## src/logic/timer_pkg.sv

```systemverilog
`default_nettype none

package timer_pkg;

    // ##################################################
    // Bus types
    // ##################################################

    typedef logic [31:0] word_t;                        // Bus data word
    typedef logic [5:0]  addr_t;                        // Register address
    typedef logic [31:0] count_t;                       // Prescaler, reload and counts

    localparam int unsigned DEFAULT_CLK_FREQ   = 50_000_000;  // Hz, used at prescaler all ones
    localparam int unsigned DEFAULT_FIFO_DEPTH = 4;

    // ##################################################
    // Timer block, 0x00 to 0x1F
    // ##################################################

    localparam addr_t TIM_PRE_ADDR = 6'h00;             // Prescaler, sub-word views at +1..+3
    localparam addr_t TIM_ARE_ADDR = 6'h04;             // Auto-reload limit
    localparam addr_t TIM_CLR_ADDR = 6'h08;             // Count clear level
    localparam addr_t TIM_ENA_ADDR = 6'h0C;
    localparam addr_t TIM_MOD_ADDR = 6'h10;             // 1 up, 0 down
    localparam addr_t TIM_CNT_ADDR = 6'h14;
    localparam addr_t TIM_EVN_ADDR = 6'h18;             // Event count
    localparam addr_t TIM_EVC_ADDR = 6'h1C;             // Event count clear level

    // ##################################################
    // Interrupt block, 0x20 to 0x3F
    // ##################################################

    localparam addr_t IRQ_CTRL_ADDR = 6'h20;            // Bit 0 enable
    localparam addr_t IRQ_STAT_ADDR = 6'h24;            // Bit 0 not empty, bit 1 overflow
    localparam addr_t IRQ_DATA_ADDR = 6'h28;            // Head record, read_i pops

endpackage

`default_nettype wire

```

## src/logic/timer_core.sv

```systemverilog
`default_nettype none

module timer_core
    import timer_pkg::*;
#(
    parameter int unsigned CLK_FREQ = DEFAULT_CLK_FREQ
) (
    input  wire         clk_i,
    input  wire         rst_i,
    input  wire         write_i,
    input  wire [3:0]   data_be_i,                      // Unused, sub-word registers give byte access
    input  wire [4:0]   addr_i,
    input  wire word_t  wdata_i,
    output word_t       rdata_o,
    output logic        evt_push_o,
    output count_t      evt_value_o
);

    count_t tim_pre, pre_nxt;
    count_t tim_are, are_nxt;
    logic   tim_clr, clr_nxt;
    logic   tim_ena, ena_nxt;
    logic   tim_mod, mod_nxt;
    count_t tim_cnt, cnt_nxt;
    count_t tim_evn, evn_nxt;
    logic   tim_evc, evc_nxt;
    count_t counter, counter_nxt;                       // Prescaler divider
    count_t condition, condition_nxt;                   // Divider terminal value
    logic   push_nxt;

    addr_t       base;
    logic [1:0]  offset;
    logic        aligned;
    logic        step;
    logic        reload;

    assign base    = {1'b0, addr_i[4:2], 2'b00};
    assign offset  = addr_i[1:0];
    assign aligned = (offset == 2'd0);

    // Byte or half-word view moved to the low end
    function automatic word_t view_read(count_t value, logic [1:0] sel);
        word_t result;
        result = '0;
        case (sel)
            2'd0:    result = value;
            2'd1:    result[7:0] = value[15:8];
            2'd2:    result[15:0] = value[31:16];
            default: result[7:0] = value[31:24];
        endcase
        return result;
    endfunction

    function automatic count_t view_write(count_t value, logic [1:0] sel, word_t data);
        count_t result;
        result = value;
        case (sel)
            2'd0:    result = data;
            2'd1:    result[15:8] = data[7:0];
            2'd2:    result[31:16] = data[15:0];
            default: result[31:24] = data[7:0];
        endcase
        return result;
    endfunction

    // ##################################################
    // Register writes and counting
    // ##################################################

    always_comb begin
        pre_nxt     = tim_pre;
        are_nxt     = tim_are;
        clr_nxt     = tim_clr;
        ena_nxt     = tim_ena;
        mod_nxt     = tim_mod;
        cnt_nxt     = tim_cnt;
        evn_nxt     = tim_evn;
        evc_nxt     = tim_evc;
        counter_nxt = counter;

        if (write_i) begin
            case (base)
                TIM_PRE_ADDR: pre_nxt = view_write(tim_pre, offset, wdata_i);
                TIM_ARE_ADDR: are_nxt = view_write(tim_are, offset, wdata_i);
                TIM_CLR_ADDR: begin
                    if (aligned) clr_nxt = wdata_i[0];
                end
                TIM_ENA_ADDR: begin
                    if (aligned) ena_nxt = wdata_i[0];
                end
                TIM_MOD_ADDR: begin
                    if (aligned) mod_nxt = wdata_i[0];
                end
                TIM_EVC_ADDR: begin
                    if (aligned) evc_nxt = wdata_i[0];
                end
                default: ;
            endcase
        end

        condition_nxt = (&pre_nxt) ? count_t'(CLK_FREQ - 1) : pre_nxt;

        if (step) begin
            counter_nxt = '0;
            if (reload) begin
                cnt_nxt = '0;
                evn_nxt = tim_evn + 1'b1;
            end else if (tim_mod) begin
                cnt_nxt = tim_cnt + 1'b1;
            end else begin
                cnt_nxt = tim_cnt - 1'b1;
            end
        end else begin
            counter_nxt = counter + 1'b1;
        end

        if (tim_clr) cnt_nxt = '0;                      // Clear levels override counting
        if (tim_evc) evn_nxt = '0;

        push_nxt = reload & ~tim_evc;
    end

    // >= so a smaller prescaler takes effect without a full wrap
    assign step   = tim_ena & (counter >= condition);
    assign reload = step & (tim_are == tim_cnt);

    always_ff @(posedge clk_i) begin
        if (rst_i) begin
            tim_pre    <= '1;
            tim_are    <= '1;
            tim_clr    <= 1'b0;
            tim_ena    <= 1'b1;
            tim_mod    <= 1'b0;
            tim_cnt    <= '0;
            tim_evn    <= '0;
            tim_evc    <= 1'b0;
            counter    <= '0;
            condition  <= count_t'(CLK_FREQ - 1);
            evt_push_o <= 1'b0;
        end else begin
            tim_pre    <= pre_nxt;
            tim_are    <= are_nxt;
            tim_clr    <= clr_nxt;
            tim_ena    <= ena_nxt;
            tim_mod    <= mod_nxt;
            tim_cnt    <= cnt_nxt;
            tim_evn    <= evn_nxt;
            tim_evc    <= evc_nxt;
            counter    <= counter_nxt;
            condition  <= condition_nxt;
            evt_push_o <= push_nxt;                     // High while tim_evn shows the new count
        end
    end

    assign evt_value_o = tim_evn;

    // ##################################################
    // Read mux
    // ##################################################

    always_comb begin
        rdata_o = '0;
        case (base)
            TIM_PRE_ADDR: rdata_o = view_read(tim_pre, offset);
            TIM_ARE_ADDR: rdata_o = view_read(tim_are, offset);
            TIM_CLR_ADDR: rdata_o[0] = aligned & tim_clr;
            TIM_ENA_ADDR: rdata_o[0] = aligned & tim_ena;
            TIM_MOD_ADDR: rdata_o[0] = aligned & tim_mod;
            TIM_CNT_ADDR: rdata_o = view_read(tim_cnt, offset);
            TIM_EVN_ADDR: rdata_o = view_read(tim_evn, offset);
            TIM_EVC_ADDR: rdata_o[0] = aligned & tim_evc;
            default:      rdata_o = '0;
        endcase
    end

endmodule

`default_nettype wire

```

## src/logic/event_fifo.sv

```systemverilog
`default_nettype none

module event_fifo
    import timer_pkg::*;
#(
    parameter int unsigned DEPTH = DEFAULT_FIFO_DEPTH,
    parameter int unsigned WIDTH = $bits(count_t)
) (
    input  wire             clk_i,
    input  wire             rst_i,
    input  wire             push_i,
    input  wire [WIDTH-1:0] data_i,
    input  wire             pop_i,
    output logic [WIDTH-1:0] head_o,
    output logic            not_empty_o,
    output logic            drop_o
);

    localparam int unsigned PTR_W = (DEPTH > 1) ? $clog2(DEPTH) : 1;
    localparam int unsigned CNT_W = $clog2(DEPTH + 1);
    localparam logic [PTR_W-1:0] LAST_PTR = PTR_W'(DEPTH - 1);
    localparam logic [CNT_W-1:0] FULL_CNT = CNT_W'(DEPTH);

    logic [WIDTH-1:0] mem [DEPTH];
    logic [PTR_W-1:0] wr_ptr;
    logic [PTR_W-1:0] rd_ptr;
    logic [CNT_W-1:0] count;
    logic             full;
    logic             do_push;
    logic             do_pop;

    assign full        = (count == FULL_CNT);
    assign not_empty_o = (count != '0);
    assign do_push     = push_i & ~full;
    assign do_pop      = pop_i & not_empty_o;
    assign drop_o      = push_i & full;                 // Record lost
    assign head_o      = mem[rd_ptr];

    always_ff @(posedge clk_i) begin
        if (do_push) begin
            mem[wr_ptr] <= data_i;
        end
    end

    always_ff @(posedge clk_i) begin
        if (rst_i) begin
            wr_ptr <= '0;
            rd_ptr <= '0;
            count  <= '0;
        end else begin
            if (do_push) begin
                wr_ptr <= (wr_ptr == LAST_PTR) ? '0 : wr_ptr + 1'b1;
            end
            if (do_pop) begin
                rd_ptr <= (rd_ptr == LAST_PTR) ? '0 : rd_ptr + 1'b1;
            end
            case ({do_push, do_pop})
                2'b10:   count <= count + 1'b1;
                2'b01:   count <= count - 1'b1;
                default: count <= count;                // Both or neither
            endcase
        end
    end

endmodule

`default_nettype wire

```

## src/logic/irq_unit.sv

```systemverilog
`default_nettype none

module irq_unit
    import timer_pkg::*;
(
    input  wire         clk_i,
    input  wire         rst_i,
    input  wire         write_i,
    input  wire         read_i,
    input  wire addr_t  addr_i,
    input  wire word_t  wdata_i,
    input  wire count_t head_i,
    input  wire         not_empty_i,
    input  wire         drop_i,
    output word_t       rdata_o,
    output logic        pop_o,
    output logic        irq_o
);

    logic irq_en;
    logic overflow;                                     // Sticky until status write
    logic ctrl_wr;
    logic stat_wr;

    assign ctrl_wr = write_i & (addr_i == IRQ_CTRL_ADDR);
    assign stat_wr = write_i & (addr_i == IRQ_STAT_ADDR);
    assign pop_o   = read_i & (addr_i == IRQ_DATA_ADDR) & not_empty_i;

    always_ff @(posedge clk_i) begin
        if (rst_i) begin
            irq_en   <= 1'b0;
            overflow <= 1'b0;
            irq_o    <= 1'b0;
        end else begin
            if (ctrl_wr) begin
                irq_en <= wdata_i[0];
            end
            if (drop_i) begin
                overflow <= 1'b1;                       // New drop wins over clear
            end else if (stat_wr) begin
                overflow <= 1'b0;
            end
            irq_o <= irq_en & not_empty_i;              // Level while records wait
        end
    end

    // ##################################################
    // Read mux
    // ##################################################

    always_comb begin
        rdata_o = '0;
        case (addr_i)
            IRQ_CTRL_ADDR: rdata_o[0] = irq_en;
            IRQ_STAT_ADDR: begin
                rdata_o[0] = not_empty_i;
                rdata_o[1] = overflow;
            end
            IRQ_DATA_ADDR: begin
                if (not_empty_i) rdata_o = head_i;      // Zero when empty
            end
            default:       rdata_o = '0;
        endcase
    end

endmodule

`default_nettype wire

```

## src/logic/periph_bus.sv

```systemverilog
`default_nettype none

module periph_bus
    import timer_pkg::*;
(
    input  wire addr_t  addr_i,
    input  wire         write_i,
    input  wire         read_i,
    input  wire word_t  tim_rdata_i,
    input  wire word_t  irq_rdata_i,
    output logic        tim_write_o,
    output logic        irq_write_o,
    output logic        irq_read_o,
    output word_t       rdata_o
);

    logic irq_sel;

    // Upper half of the map belongs to the interrupt block
    assign irq_sel = addr_i[5];

    assign tim_write_o = write_i & ~irq_sel;
    assign irq_write_o = write_i & irq_sel;
    assign irq_read_o  = read_i & irq_sel;              // Timer reads have no side effect

    assign rdata_o = irq_sel ? irq_rdata_i : tim_rdata_i;

endmodule

`default_nettype wire

```

## src/logic/timer_subsystem.sv

```systemverilog
`default_nettype none

module timer_subsystem
    import timer_pkg::*;
#(
    parameter int unsigned CLK_FREQ   = DEFAULT_CLK_FREQ,
    parameter int unsigned FIFO_DEPTH = DEFAULT_FIFO_DEPTH
) (
    input  wire         clk_i,
    input  wire         rst_i,
    input  wire         write_i,
    input  wire         read_i,
    input  wire addr_t  addr_i,
    input  wire word_t  wdata_i,
    input  wire [3:0]   data_be_i,
    output word_t       rdata_o,
    output logic        irq_o
);

    logic   tim_write;
    logic   irq_write;
    logic   irq_read;
    word_t  tim_rdata;
    word_t  irq_rdata;
    logic   evt_push;
    count_t evt_value;
    count_t fifo_head;
    logic   fifo_not_empty;
    logic   fifo_drop;
    logic   fifo_pop;

    periph_bus u_bus (
        .addr_i      (addr_i),
        .write_i     (write_i),
        .read_i      (read_i),
        .tim_rdata_i (tim_rdata),
        .irq_rdata_i (irq_rdata),
        .tim_write_o (tim_write),
        .irq_write_o (irq_write),
        .irq_read_o  (irq_read),
        .rdata_o     (rdata_o)
    );

    timer_core #(
        .CLK_FREQ (CLK_FREQ)
    ) u_timer (
        .clk_i       (clk_i),
        .rst_i       (rst_i),
        .write_i     (tim_write),
        .data_be_i   (data_be_i),
        .addr_i      (addr_i[4:0]),
        .wdata_i     (wdata_i),
        .rdata_o     (tim_rdata),
        .evt_push_o  (evt_push),
        .evt_value_o (evt_value)
    );

    event_fifo #(
        .DEPTH (FIFO_DEPTH),
        .WIDTH ($bits(count_t))
    ) u_fifo (
        .clk_i       (clk_i),
        .rst_i       (rst_i),
        .push_i      (evt_push),
        .data_i      (evt_value),
        .pop_i       (fifo_pop),
        .head_o      (fifo_head),
        .not_empty_o (fifo_not_empty),
        .drop_o      (fifo_drop)
    );

    irq_unit u_irq (
        .clk_i       (clk_i),
        .rst_i       (rst_i),
        .write_i     (irq_write),
        .read_i      (irq_read),
        .addr_i      (addr_i),
        .wdata_i     (wdata_i),
        .head_i      (fifo_head),
        .not_empty_i (fifo_not_empty),
        .drop_i      (fifo_drop),
        .rdata_o     (irq_rdata),
        .pop_o       (fifo_pop),
        .irq_o       (irq_o)
    );

endmodule

`default_nettype wire

```

## config.mk

```make
export PLATFORM = sky130hd
export DESIGN_NAME = timer_subsystem
export DESIGN_NICKNAME = d
export VERILOG_FILES = /design/src/logic/timer_pkg.sv /design/src/logic/timer_core.sv /design/src/logic/event_fifo.sv /design/src/logic/irq_unit.sv /design/src/logic/periph_bus.sv /design/src/logic/timer_subsystem.sv
export SDC_FILE = /design/constraint.sdc
export NUM_CORES = 1
export LEC_CHECK = 0
export BUFFER_PORTS_ARGS = -buffer_cell sky130_fd_sc_hd__buf_2
export CORE_MARGIN = 8
export CORE_UTILIZATION = 50
export CTS_BUF_LIST = sky130_fd_sc_hd__clkbuf_4
export DETAILED_ROUTE_END_ITERATION = 7
export HOLD_SLACK_MARGIN = 0.08
export PLACE_DENSITY = 0.66
export SYNTH_ARGS = -nofsm -noshare
export SYNTH_HDL_FRONTEND = slang
export SYNTH_SLANG_ARGS = --single-unit
```

## constraint.sdc

```tcl
create_clock -name clk_i -period 6.9 [get_ports clk_i]
set_clock_uncertainty 0.2 [all_clocks]
set_input_delay 0.69 -clock clk_i [delete_from_list [all_inputs] [get_ports clk_i]]
set_output_delay 0.69 -clock clk_i [all_outputs]
set_load 0.03 [all_outputs]
```

==> impl_metrics.json <==
{
  "overflow": 0,
  "cts_made_buffers": 90,
  "avgSynthCellArea_um2": 9.75,
  "ys_top_cells_by_count": "209 x dfxtp_1, 203 x nand2_1, 159 x nor2_1",
  "slew_violations": 0,
  "synth.top_cells.by_area": "dfxtp_1 23%, edfxtp_1 22%, mux4_2 5.1%",
  "cpPeakStageDelay_ps": 1040,
  "fp-row-count": 69,
  "vias": 15000,
  "cpMaxStageDelayCell": "nor2_1",
  "die_h_um": 205,
  "grt_max_degree": 76,
  "gp_congestion": 1.00,
  "synth_edf_count": 128,
  "r2r_end": "u_timer.counter[25]",
  "relSlewSlack": 0.180,
  "io_pins": 79,
  "critPathLaunchType": "primary input",
  "cpMostUsedCell": "buf_2",
  "report.final.hold_viol_count": 0,
  "worst_setup_path_end_kind": "output pin",
  "period_minus_slack_ps": 5220,
  "use_met2": 0.417,
  "fin_crit_sh": 0.756,
  "die_area_um2": 42000,
  "rsz0062_at_grt": "no",
  "arrival_ps": 4330,
  "path_clk_slew_ps": 70,
  "wirelength_um": 56000,
  "max_clock_freq_ghz": 0.192,
  "p_clk_frac": 0.441,
  "synth_seq_area_share": 0.450,
  "yosysTopAreaCellShare": 0.235,
  "min_to": "u_timer.tim_mod",
  "insertion_delay_ps": 810,
  "async_flop_share": 0,
  "yosys.area.top_type": "dfxtp_1",
  "cp_top_family": "buffers and inverters",
  "netlist-cell-type-count": 70,
  "fp.dieW_um": 205,
  "antenna_found_initial": 3,
  "clock-sinks": 337,
  "synth.most_common_cell": "dfxtp_1",
  "intPower_w": 0.00317,
  "grt_pass1_vias": 14500,
  "power_leakage_nw": 7.98,
  "holdCritPathClass": "in -> reg",
  "finalSetupViolCount": 0,
  "cp_max_fo": 39,
  "worst-path-buf-inv": 3,
  "cts_tree": "done",
  "reg2reg_from": "u_timer.counter[0]",
  "synthesis.area_um2": 17800,
  "first_iter_violations": 1552,
  "final_layout_size_suffix_gt1_frac": 0.155,
  "path_cells": "buf_2 > clkinv_1 > nor2_1 > nand2_1 > o21ai_0 > a22oi_1 > a211oi_1 > a221o_1 > buf_2",
  "rrSetupSlack_ps": 2580,
  "post_cts_buffers": 0,
  "p_seq_frac": 0.493,
  "power_density_nw_per_um2": 212,
  "required_ps": 6010,
  "drt_pass1_iterations": 5,
  "worst_pin_slew_ps": 1230,
  "area_growth_pct": 11.6,
  "synth_nets": 1946,
  "num-nets-final": 2046,
  "ys_seq_elements": 337,
  "track_usage": 0.263,
  "synth-main-ff-cell": "dfxtp_1",
  "drc": 0,
  "grt-busiest-layer": "met2",
  "grt_use_met3": 0.0645,
  "utilization": 0.564,
  "ant_nets": 0,
  "ff2ff_path_depth": 10,
  "syn_inst": 1828,
  "cts_buffer_depth": 3,
  "htreeDepth": 3,
  "hpwl_um": 39900,
  "vias_per_cell": 6.08,
  "min_from": "rst_i",
  "power_switching_w": 0.00105,
  "fin_tns_setup_ps": 0,
  "yosys_warnings": 0,
  "pwr-share-comb": 0.066,
  "whs_path_depth": 2,
  "switching_share": 0.249,
  "coreArea_um2": 35300,
  "initial_core_util": 0.505,
  "io_buffers": 74,
  "cts-root-buf": "clkbuf_4",
  "grt_pass1_wl_um": 85000,
  "outcome": "complete, no violations",
  "path_class": "in -> out",
  "peakVddDrop_mv": 0.176,
  "max_cap_viol_count": 0,
  "post_drt_wl_per_cell_um": 22.7,
  "use_met1": 0.343
}
==> what timing repair did <==
| item | in CTS | in global routing |
|---|---|---|
| resized for setup | 0 | 0 |
| setup endpoints to repair | 0 | 0 |
| endpoints found under the hold margin | 19 | 0 |
| hold buffers | 17 | 0 |
==> routing by layer <==
layer,wire length (um),up-vias,part of all wire
met2,25600,657,0.46
met3,4970,129,0.089
met4,1890,2,0.034
li1,-,6971,-
met1,23500,7232,0.42
met5,19,-,0.00034
==> worst max path at each step <==
stage                     slack, ps  depth (start not counted)    endpoint  startpoint
final                          1680                          9  rdata_o[1]   addr_i[1]
after global routing           1540                          9  rdata_o[1]   addr_i[1]
after CTS                      1790                          9  rdata_o[1]   addr_i[1]
after detailed placement       1780                          9  rdata_o[1]   addr_i[1]
after global placement         1800                          9  rdata_o[1]   addr_i[1]
after floorplan                3050                          8  rdata_o[7]   addr_i[0]
==> stage by stage <==
stage          hold WS, ps  total power, W  std cells  setup WS (ps)  area (um2)
2_1_floorplan          240         0.00230       1828           3050       17800
3_3_place_gp           265         0.00239       2280           1800       18500
3_5_place_dp           285         0.00239       2280           1780       18500
4_1_cts               89.1         0.00427       2463           1790       19900
5_1_grt                136         0.00441       2464           1540       19900
6_report               162         0.00423       2465           1680       19900
==> power by group through the flow <==
| stage | combinational [W] | clock (W) | sequential, W |
|---|---|---|---|
| 5_1_grt | 0.000300 | 0.00202 | 0.00208 |
| 4_1_cts | 0.000273 | 0.00191 | 0.00208 |
| 3_5_place_dp | 0.000264 | 0 | 0.00213 |
| 3_3_place_gp | 0.000263 | 0 | 0.00213 |
| 2_1_floorplan | 0.000184 | 0 | 0.00212 |
| 6_report | 0.000278 | 0.00187 | 0.00208 |
==> state kept, by name, indices dropped and copies added (netlist names), named ones only <==
signal               count
u_fifo.count             3
u_fifo.mem             128
u_fifo.rd_ptr            2
u_fifo.wr_ptr            2
u_irq.irq_en             1
u_irq.irq_o              1
u_irq.overflow           1
u_timer.condition       32
u_timer.counter         32
u_timer.evt_push_o       1
u_timer.evt_value_o     32
u_timer.tim_are         32
u_timer.tim_clr          1
u_timer.tim_cnt         32
u_timer.tim_ena          1
u_timer.tim_evc          1
u_timer.tim_mod          1
u_timer.tim_pre         32
==> cell type report <==
cell class | count | area [um2]
diodes | 2 | 5.00
well taps | 461 | 577
clock buffers | 135 | 1010
multi-input cells | 1330 | 9150
inverters | 56 | 210
repair buffers | 113 | 706
fillers | 3189 | 15400
flip-flops and latches | 337 | 8030
clock inverters | 31 | 213
==> layout by cell type (no fill, tap or decap), drive strengths merged, types with 9 or more instances in the layout <==
cell,instances
nor2,161
inv,55
a21o,28
nand4,25
dfxtp,209
xor2,79
nand2,203
nand3,63
a22o,29
ha,70
nand3b,23
buf,96
a21oi,131
a221oi,18
o31ai,11
or4,12
o22ai,14
xnor2,25
o21ai,74
nand2b,43
mux2,9
clkbuf,135
nor3,28
a211o,23
and3,25
mux4,40
a22oi,24
clkinv,26
o211ai,13
or3,12
dlygate4sd3,17
nor4,14
mux2i,54
edfxtp,128
==> cells by family (layout without fill, tap and decap cells) <==
| family | count (synthesis) | count (layout) | synth area share |
|---|---|---|---|
| and+or+nand+nor | 635 | 635 | 0.171 |
| AOI/OAI and AO/OA | 416 | 416 | 0.153 |
| DFF | 337 | 337 | 0.450 |
| buffers and inverters | 161 | 335 | 0.0368 |
| xor gates and xnor gates | 104 | 104 | 0.0511 |
| muxes | 103 | 103 | 0.0865 |
| adders and majority gates | 72 | 72 | 0.0514 |
| other | 0 | 2 | 0 |
Note: power is estimated with default switching activity, not from simulation.
